### src/rtl/ooo_pkg.sv
`default_nettype none

package ooo_pkg;

	// datapath and tag widths
	parameter int xlen      = 32;
	parameter int rob_idx_w = 5;

	typedef logic [xlen-1:0]      word_t;
	typedef logic [rob_idx_w-1:0] rob_tag_t;

	typedef enum logic [2:0] {
		alu_add,
		alu_sub,
		alu_and,
		alu_or,
		alu_xor,
		alu_sll,
		alu_srl,
		alu_slt
	} alu_op_t;

	// source operand, either a value or the tag of its producer
	typedef struct packed {
		logic     ready;
		rob_tag_t tag;
		word_t    value;
	} operand_t;

	typedef struct packed {
		logic              busy;
		alu_op_t           op;
		rob_tag_t          dest;
		operand_t [1:0]    src;
	} rs_entry_t;

	// one dispatch lane, slot is chosen inside the station
	typedef struct packed {
		alu_op_t        op;
		rob_tag_t       dest;
		operand_t [1:0] src;
	} dispatch_t;

	// result broadcast
	typedef struct packed {
		logic     valid;
		rob_tag_t tag;
		word_t    value;
	} cdb_packet_t;

endpackage

`default_nettype wire

### src/rtl/alu_cluster_top.sv
`timescale 1ns/1ps
`default_nettype none

module alu_cluster_top
	import ooo_pkg::*;
#(
	parameter int rs_size = 8
) (
	input  logic              clk,
	input  logic              rst_n,
	input  logic              flush,

	input  logic [1:0]        dispatch_valid,
	input  dispatch_t [1:0]   dispatch,
	output logic [1:0]        free,

	input  cdb_packet_t       ext_cdb,
	output cdb_packet_t       result
);

	localparam int idx_w = $clog2(rs_size);

	rs_entry_t [rs_size-1:0] entries;
	logic                    issue_valid;
	logic [idx_w-1:0]        issue_index;
	rs_entry_t               issued;
	cdb_packet_t             alu_cdb;
	cdb_packet_t [1:0]       cdb;

	// lane 0 is the local ALU, lane 1 the outside units
	assign cdb[0] = alu_cdb;
	assign cdb[1] = ext_cdb;
	assign result = alu_cdb;

	assign issued = entries[issue_index];

	alu_rs #(
		.rs_size (rs_size)
	) u_rs (
		.clk            (clk),
		.rst_n          (rst_n),
		.flush          (flush),
		.dispatch_valid (dispatch_valid),
		.dispatch       (dispatch),
		.free           (free),
		.cdb            (cdb),
		.issue_valid    (issue_valid),
		.issue_index    (issue_index),
		.entries        (entries)
	);

	rs_select #(
		.rs_size (rs_size)
	) u_select (
		.entries     (entries),
		.issue_valid (issue_valid),
		.issue_index (issue_index)
	);

	alu_exec u_exec (
		.clk         (clk),
		.rst_n       (rst_n),
		.flush       (flush),
		.issue_valid (issue_valid),
		.issued      (issued),
		.result      (alu_cdb)
	);

endmodule

`default_nettype wire

### src/rtl/alu_exec.sv
`timescale 1ns/1ps
`default_nettype none

module alu_exec
	import ooo_pkg::*;
(
	input  logic        clk,
	input  logic        rst_n,
	input  logic        flush,

	input  logic        issue_valid,
	input  rs_entry_t   issued,

	output cdb_packet_t result
);

	word_t    a;
	word_t    b;
	word_t    value_n;
	logic     valid_q;
	rob_tag_t tag_q;
	word_t    value_q;

	assign a = issued.src[0].value;
	assign b = issued.src[1].value;

	always_comb begin
		unique case (issued.op)
			alu_add: value_n = a + b;
			alu_sub: value_n = a - b;
			alu_and: value_n = a & b;
			alu_or:  value_n = a | b;
			alu_xor: value_n = a ^ b;
			// shift amount from the low five bits
			alu_sll: value_n = a << b[4:0];
			alu_srl: value_n = a >> b[4:0];
			alu_slt: value_n = word_t'($signed(a) < $signed(b));
			default: value_n = '0;
		endcase
	end

	always_ff @(posedge clk or negedge rst_n) begin
		if (!rst_n)
			valid_q <= 1'b0;
		else
			valid_q <= issue_valid && !flush;
	end

	always_ff @(posedge clk) begin
		if (issue_valid) begin
			tag_q   <= issued.dest;
			value_q <= value_n;
		end
	end

	assign result = '{valid: valid_q, tag: tag_q, value: value_q};

	// back-to-back results come from two different entries
	a_result_strobe: assert property (
		@(posedge clk) disable iff (!rst_n)
		result.valid && $past(result.valid) |-> result.tag != $past(result.tag)
	);

endmodule

`default_nettype wire

### src/rtl/alu_rs.sv
`timescale 1ns/1ps
`default_nettype none

module alu_rs
	import ooo_pkg::*;
#(
	parameter int rs_size = 8
) (
	input  logic                         clk,
	input  logic                         rst_n,
	input  logic                         flush,

	input  logic [1:0]                   dispatch_valid,
	input  dispatch_t [1:0]              dispatch,
	output logic [1:0]                   free,

	input  cdb_packet_t [1:0]            cdb,

	input  logic                         issue_valid,
	input  logic [$clog2(rs_size)-1:0]   issue_index,

	output rs_entry_t [rs_size-1:0]      entries
);

	localparam int idx_w = $clog2(rs_size);

	rs_entry_t [rs_size-1:0] entries_q;
	rs_entry_t [rs_size-1:0] captured;
	rs_entry_t [rs_size-1:0] entries_n;

	rs_entry_t [1:0] disp_entry;
	rs_entry_t [1:0] disp_captured;

	logic [1:0]            free_q;
	logic [1:0]            free_n;
	logic [1:0][idx_w-1:0] slot_q;
	logic [1:0][idx_w-1:0] slot_n;

	assign entries = entries_q;
	assign free    = free_q;

	// wakeup of stored entries
	for (genvar i = 0; i < rs_size; i++) begin : gen_entry_capture
		operand_capture u_capture (
			.entry_in  (entries_q[i]),
			.cdb       (cdb),
			.entry_out (captured[i])
		);
	end

	// incoming ops also see this cycle's broadcasts
	for (genvar k = 0; k < 2; k++) begin : gen_dispatch_capture
		assign disp_entry[k] = '{
			busy: 1'b1,
			op:   dispatch[k].op,
			dest: dispatch[k].dest,
			src:  dispatch[k].src
		};

		operand_capture u_capture (
			.entry_in  (disp_entry[k]),
			.cdb       (cdb),
			.entry_out (disp_captured[k])
		);
	end

	always_comb begin
		entries_n = captured;

		// pop the issued entry
		if (issue_valid)
			entries_n[issue_index] = '0;

		// push dispatched ops
		for (int k = 0; k < 2; k++) begin
			if (dispatch_valid[k])
				entries_n[slot_q[k]] = disp_captured[k];
		end
	end

	// free slot search on the next state, highest index for lane 0
	always_comb begin
		free_n = '0;
		slot_n = '0;
		for (int i = 0; i < rs_size; i++) begin
			if (!entries_n[i].busy) begin
				free_n[0] = 1'b1;
				slot_n[0] = idx_w'(i);
			end
		end
		for (int i = 0; i < rs_size; i++) begin
			if (!entries_n[i].busy && idx_w'(i) != slot_n[0]) begin
				free_n[1] = 1'b1;
				slot_n[1] = idx_w'(i);
			end
		end
	end

	always_ff @(posedge clk or negedge rst_n) begin
		if (!rst_n) begin
			entries_q <= '0;
			free_q    <= 2'b11;
			slot_q[0] <= idx_w'(rs_size - 1);
			slot_q[1] <= idx_w'(rs_size - 2);
		end else if (flush) begin
			entries_q <= '0;
			free_q    <= 2'b11;
			slot_q[0] <= idx_w'(rs_size - 1);
			slot_q[1] <= idx_w'(rs_size - 2);
		end else begin
			entries_q <= entries_n;
			free_q    <= free_n;
			slot_q    <= slot_n;
		end
	end

	// dispatcher must honour the free flags
	a_dispatch_free: assert property (
		@(posedge clk) disable iff (!rst_n)
		(dispatch_valid & ~free_q) == 2'b00
	);

	// selector only picks occupied entries
	a_issue_busy: assert property (
		@(posedge clk) disable iff (!rst_n)
		issue_valid |-> entries_q[issue_index].busy
	);

endmodule

`default_nettype wire

### src/rtl/operand_capture.sv
`timescale 1ns/1ps
`default_nettype none

module operand_capture
	import ooo_pkg::*;
(
	input  rs_entry_t         entry_in,
	input  cdb_packet_t [1:0] cdb,
	output rs_entry_t         entry_out
);

	always_comb begin
		entry_out = entry_in;
		for (int s = 0; s < 2; s++) begin
			for (int l = 0; l < 2; l++) begin
				// only waiting operands pick up a broadcast
				if (!entry_out.src[s].ready && cdb[l].valid &&
				    cdb[l].tag == entry_in.src[s].tag) begin
					entry_out.src[s].value = cdb[l].value;
					entry_out.src[s].ready = 1'b1;
				end
			end
		end
	end

endmodule

`default_nettype wire

### src/rtl/rs_select.sv
`timescale 1ns/1ps
`default_nettype none

module rs_select
	import ooo_pkg::*;
#(
	parameter int rs_size = 8
) (
	input  rs_entry_t [rs_size-1:0]      entries,
	output logic                         issue_valid,
	output logic [$clog2(rs_size)-1:0]   issue_index
);

	localparam int idx_w = $clog2(rs_size);

	logic [rs_size-1:0] ready;

	for (genvar i = 0; i < rs_size; i++) begin : gen_ready
		assign ready[i] = entries[i].busy &&
		                  entries[i].src[0].ready &&
		                  entries[i].src[1].ready;
	end

	// walk down so the lowest ready index wins
	always_comb begin
		issue_valid = 1'b0;
		issue_index = '0;
		for (int i = rs_size - 1; i >= 0; i--) begin
			if (ready[i]) begin
				issue_valid = 1'b1;
				issue_index = idx_w'(i);
			end
		end

		// pick is the lowest set bit of the ready vector
		a_issue_ready: assert ((ready & (~ready + 1'b1)) ==
		                       (issue_valid ? (rs_size'(1) << issue_index) : '0));
	end

endmodule

`default_nettype wire

### config.mk
export PLATFORM = sky130hd
export DESIGN_NAME = alu_cluster_top
export DESIGN_NICKNAME = d
export VERILOG_FILES = /design/src/rtl/ooo_pkg.sv /design/src/rtl/alu_cluster_top.sv /design/src/rtl/alu_exec.sv /design/src/rtl/alu_rs.sv /design/src/rtl/operand_capture.sv /design/src/rtl/rs_select.sv
export SDC_FILE = /design/constraint.sdc
export NUM_CORES = 2
export LEC_CHECK = 0
export ABC_CLOCK_PERIOD_IN_PS = 6400
export CELL_PAD_IN_SITES_DETAIL_PLACEMENT = 1
export CELL_PAD_IN_SITES_GLOBAL_PLACEMENT = 1
export CORE_MARGIN = 5
export CORE_UTILIZATION = 40
export DETAILED_ROUTE_END_ITERATION = 6
export DONT_BUFFER_PORTS = 1
export HOLD_SLACK_MARGIN = 0.12
export PLACE_DENSITY_LB_ADDON = 0.1
export SETUP_SLACK_MARGIN = 0.02
export SYNTH_ARGS = -nofsm -noshare
export SYNTH_HDL_FRONTEND = slang
export SYNTH_SLANG_ARGS = --single-unit
### constraint.sdc
create_clock -name clk -period 6.4 [get_ports clk]
set_input_delay 0.32 -clock clk [delete_from_list [all_inputs] [get_ports clk]]
set_output_delay 0.32 -clock clk [all_outputs]
set_load 0.1 [all_outputs]
Yosys cells after proc, flatten, opt, wreduce, memory -nomap -nowiden

Cells that the tools add are included.

Add/subtract/negate cells: 2
Order comparisons: 7
Equal/unequal tests: 54
Shift-type cells: 2
Muxes and demuxes: 143
Bitwise gates (word level): 5
Reduce and logical (&&, ||, !) cells: 159

Operators by type and width:

| cell                 | number |
|---|---|
| $mux W680            | 4 |
| $bwmux W680          | 2 |
| $mux W32             | 40 |
| $demux W85 S3        | 3 |
| $and A680 B680 Y680  | 1 |
| $not A680 Y680       | 1 |
| $pmux W32 S8         | 1 |
| $bmux W85 S3         | 1 |
| $mux W85             | 3 |
| $eq A5 B5 Y1         | 40 |
| $logic_and A1 B1 Y1  | 108 |
| $mux W84             | 1 |
| $mux W1              | 66 |
| $logic_not A1 Y1     | 49 |
| $mux W3              | 16 |
| $add A32 B32 Y32     | 1 |
| $and A32 B32 Y32     | 1 |
| $lt A32 B32 Y1       | 1 |
| $or A32 B32 Y32      | 1 |
| $shl A32 B5 Y32      | 1 |
| $shr A32 B5 Y32      | 1 |
| $sub A32 B32 Y32     | 1 |
| $xor A32 B32 Y32     | 1 |
| $eq A3 B3 Y1 const B | 4 |
| other kinds (11)     | 24 |

Flip-flop bits (word level): 726
Output and inout port bits: 40
Word-level logic and storage cells: 450

Depth between registers and ports, before layout

Word-level depth: 39
Depth in mapped cells: 25

Hierarchy

From an unflattened synthesis, not the netlist that was laid out.

Cells, all modules: 8885
Area, all modules: 69270.2 um^2

By module, submodules not included:

| module          | instances | cells each | area an instance (um^2) | seq. area each (um^2) |
|---|---|---|---|---|
| alu_rs          | 1         | 3374       | 31986.9                 | 17225.3 |
| operand_capture | 10        | 399        | 2289.7                  | 0.0 |
| alu_exec        | 1         | 1197       | 9170.0                  | 1136.1 |
| alu_cluster_top | 1         | 302        | 5066.1                  | 0.0 |
| rs_select       | 1         | 22         | 150.1                   | 0.0 |

Worst setup path after synthesis

No wires, ideal clock.

Path kind: register -> register
From: register u_rs.entries_q, in the netlist u_rs.entries[377]
To: register u_exec.value_q[30] (data pin)
Library setup time: 0.263 ns
Arrival: 5.247 ns
Data required time: 6.137 ns
Slack: 0.890 ns
Stages on the path, launching flop included: 25
Buffers on the path: 7
Period minus slack after synthesis: 5.510 ns
Path through: dfrtp_1 > and3_1 > buf_2 > nor2_1 > nor2_1 > buf_2 > a221oi_1 > a22o_1 > buf_2 > buf_1 > clkbuf_1 > buf_1 > ha_1 > clkbuf_1 > nor2_1 > o21bai_1 > a21oi_1 > a21oi_1 > o211a_1 > o311ai_0 > o211ai_1 > a21oi_1 > mux2i_1 > a2bb2oi_1 > nand3_1

Longest elaborated chain between the ends: 11
Elaborated cells between the ends (all ways): 25

Ends and longest elaborated chain:

| element                                  | line                  | source |
|---|---|---|
| start, declared                          | alu_rs.sv:27          | `rs_entry_t [rs_size-1:0] entries_q;` |
| start signal, assigned                   | alu_rs.sv:111         | `entries_q <= entries_n;` |
| $logic_and A1 B1 Y1 *                    | rs_select.sv:19       | `assign ready[i] = entries[i].busy &&` |
| $logic_and A1 B1 Y1 *                    | rs_select.sv:20       | `entries[i].src[0].ready &&` |
| $mux W3 * (5 in a row)                   | rs_select.sv:29       | `if (ready[i]) begin` |
| $bmux W85 S3 *                           | alu_cluster_top.sv:35 | `assign issued = entries[issue_index];` |
| $mux W84 (not written as such) *         | alu_cluster_top.sv:35 |  |
| $sub A32 B32 Y32 (tied with other cells) | alu_exec.sv:30        | `alu_sub: value_n = a - b;` |
| $pmux W32 S8 *                           | alu_exec.sv:28        | `unique case (issued.op)` |
| named net u_exec.value_n[30]             | alu_exec.sv:19        | `word_t value_n;` |
| end signal, assigned                     | alu_exec.sv:52        | `value_q <= value_n;` |
| end, declared                            | alu_exec.sv:22        | `word_t value_q;` |

The timed path passes the listed nets; every way through them passes the cells marked *. The select of a mux whose other input is x is not followed.
A chain may end at the register's enable or synchronous reset.

Worst setup path in the final report

From: register u_rs.entries_q, in the netlist u_rs.entries[292]
To: register u_exec.value_q[29] (data pin)

Longest elaborated chain between the ends: 10
Elaborated cells between the ends (all ways): 24

Ends and longest elaborated chain:

| element                                  | line |
|---|---|
| $logic_and A1 B1 Y1 *                    | rs_select.sv:19 |
| $logic_and A1 B1 Y1 *                    | rs_select.sv:20 |
| $mux W3 * (4 in a row)                   | rs_select.sv:29 |
| $bmux W85 S3 *                           | alu_cluster_top.sv:35 |
| $mux W84 (not written as such) *         | alu_cluster_top.sv:35 |
| $sub A32 B32 Y32 (tied with other cells) | alu_exec.sv:30 |
| $pmux W32 S8 *                           | alu_exec.sv:28 |
| named net u_exec.value_n[29]             | alu_exec.sv:19 |

Marks and branches as above.

==> summary.txt <==
Global routing
  • Vias in the first global route: 70,300
  • Largest net degree at the start of global routing: 690
  • Total gr overflow: 0
  • Initial antenna violation count: 23
  • GRT Total Usage: 44.1%
  • First-pass GRT wire length: 530,000 um

Power and ir drop
  • P_leak: 0.0305 uW
  • PwrDens: 291 nW/um^2
  • Max IR drop VDD: 0.000228 V

Place
  • Dpl hpwl: 220,000 um
  • Post-DP Area: 64,000 sq um
  • Port Buffers: 0
  • Routability Congestion: 0.983

Detailed routing
  • Drt drc: 10
  • Vias per cell: 7.16
  • Iter 0 DRT Violations: 9,751
  • Routed Antenna Nets: 0
  • Vias: 71,200
  • DR WL/cell: 37.9 um
  • Drt pass-1 iters: 7
  • Total wire length: 377,000 um

Timing
  • RSZ-0062 raised after global routing: no
  • Skew final: 41.4 ps
  • Hold Slack: 134 ps
  • Final critical-path required period: 6380 ps
  • Final setup vio count: 0
  • Max Clk Rate: 157 MHz
  • Fin crit share: 99.7%
  • Final Slew Violations: 85
  • Worst slew margin: -1.81%
  • Worst slew pin tran: 1530 ps
  • Final hold vios: 0

CTS
  • Total CTS buffers: 98
  • CTS root buf: clkbuf_16
  • Clk sink count: 726
  • H-Tree Depth: 3
  • CTS tree: built
  • Worst skew pair latency: 740 ps
  • Clock Tree Buf Depth: 3
  • Clock slew at reported path FFs: 70 ps

Critical path
  • CP most frequent cell: buf_4
  • Critical Path Fanout Max: 13
  • Worst-path cell chain: and3_1 > buf_4 > nor2_4 > nand2_1 > buf_4 > nor2_4 > nand2_2 > o221ai_1 > a221oi_1 > buf_4 > ha_1 > o21bai_1 > a221oi_1 > a311oi_2 > o31a_1 > o221ai_1 > a41oi_2 > o21ba_2 > o21bai_1 > a211oi_1 > o21ai_1 > o2111a_1
  • Worst setup EP type: register
  • WP data required: 7010 ps
  • Slowest stage cell, crit path: and3_1
  • CP startpoint kind: register
  • CP arrival: 7000 ps
  • WS Path Type: reg -> reg
  • CP peak stage delay: 520 ps

Floorplanning
  • Row cnt: 144
  • Die area: 163,000 sq um
  • Core Area: 154,000 sq um
  • Io pins: 251
  • Die Ht: 404 um
  • Die X: 404 um
  • Initial core utilization: 40.2%

Synthesis
  • Post-synth ARST share: 94.9%
  • Post-synth top area cell: dfrtp_1
  • Main synth FF type: dfrtp_1
  • Netlist cell types: 100
  • Synth top area share: 27.5%
  • Synth top area cells: dfrtp_1 28%, mux2i_1 14%, a211oi_1 6.8%
  • Synth Net Count: 8,246
  • Post-Syn Instances: 7,936
  • Synth warn: 0
  • Register bit total from synthesis: 726
  • Post-Syn Area: 62,000 sq um
  • Seq/Total Area, Yosys: 29.6%
  • Post-synth EDFFs: 37
  • Syn_area_per_cell: 7.81 sq um

Run
  • Max-cap viol count: 0

Run status
  • Status: finished, violations left
  • Failing checks: DRC, slew limit

Cells and area
  • Finished Cell Area: 71,500 sq um
  • Final nets: 8,119
  • Final Util: 46.4%
  • Most frequent cells in the layout: 863 x nor2_1, 859 x nand2_1, 851 x mux2i_1, 682 x dfrtp_1, 673 x o21ai_0
  • Area grow syn2layout: 15.3%
  • Commonest non-fill, non-tap cell in the layout: nor2_1
  • Layout cells sized above 1: 8.41%

Hold path
  • Hold crit path type: in -> reg
==> what timing repair did <==
action / CTS / global route
endpoints found under the hold margin: 1378 / 431
hold buffers: 391 / 2
endpoints found under the setup margin: 7 / 6
setup buffers: 5 / 1
pin swaps: 1 / 1
resized for setup: 4 / 8
==> routing by layer <==
metal  global-route usage (%)  vias up  wire length (um)
met2                     64.4     4969            156000
met3                     13.3     1394             44900
met4                     26.8       16             28000
met1                     57.2    35800            148000
met5                        0        -               139
li1                         -    29000                 -
==> area by class of cell <==
type	count	area, sq um
inverters	101	384
diodes	15	37.5
fillers	18300	82600
repair buffers	720	6880
clock inverters	25	231
well taps	2044	2560
flip-flops and latches	726	18400
clock buffers	153	2990
multi-input cells	6162	40000
==> kinds of logic after synthesis <==
kind of cell / count (synthesis) / synth area share [%]
compound gates: 2704 / 28.9
simple gates: 2259 / 15.3
buf+inv: 1048 / 6.71
mux: 880 / 14.3
flops: 726 / 29.6
xor+xnor: 219 / 3.09
fa+ha+maj: 100 / 2.04
==> sequential cells by signal, summed over array words and instances (netlist names) <==
signal          cells
u_rs.entries      680
u_exec.value_q     32
u_exec.valid_q      1
u_rs.free           2
u_exec.tag_q        5
u_rs.slot_q         6
==> stage by stage <==
step	setup slack, ps	setup TNS (ps)	total power, uW	cells
6_report	16.1	0	20800	9946
5_1_grt	22.8	0	21600	9938
4_1_cts	112	0	20300	9924
3_5_place_dp	-274	-908	14000	9350
3_3_place_gp	-200	-342	13800	9350
2_1_floorplan	890	0	11400	7936
==> critical path, delay by kind of cell, from the launching register on <==
kind | cells | cell delay (ps)
buffers and inverters | 3 | 660
AOI/OAI and AO/OA | 13 | 3500
DFF | 1 | 430
adders and majority gates | 1 | 370
and+or+nand+nor | 5 | 1240
==> power breakdown <==
group          total, uW  internal [uW]  leakage, uW  switching, uW
registers           6050           5430      0.00974            622
logic               8990           3290       0.0192           5700
clock network       5750           3250      0.00159           2500
total              20800          12000       0.0305           8820
==> path summary, 6_finish.rpt <==
check / cells past startpoint / from / to / slack [ps]
worst min-delay path: 2 / ext_cdb[14] / u_rs.entries[562] / 130
max in group asynchronous: 4 / rst_n / u_rs.entries[567] / 3360
worst max-delay path: 22 / u_rs.entries[292] / u_exec.value_q[29] / 20
min in group asynchronous: 2 / rst_n / u_rs.entries[74] / 210
worst min register to register: 2 / u_rs.entries[417] / u_exec.tag_q[1] / 620
worst max register to register: 22 / u_rs.entries[292] / u_exec.value_q[29] / 20
==> cell usage after synthesis, types with 37 or more instances <==
master	n
nand2_1	893
nor2_1	875
mux2i_1	851
clkbuf_1	790
dfrtp_1	682
o21ai_0	673
a211oi_1	563
o22ai_1	554
a221oi_1	195
a21oi_1	194
nor3_1	192
o21ai_1	138
xor2_1	117
xnor2_1	102
ha_1	97
inv_1	96
o211ai_1	75
buf_1	65
o221ai_1	58
buf_2	57
nand3_1	57
and3_1	45
edfxtp_1	37
(Power assumes the default switching activity.)
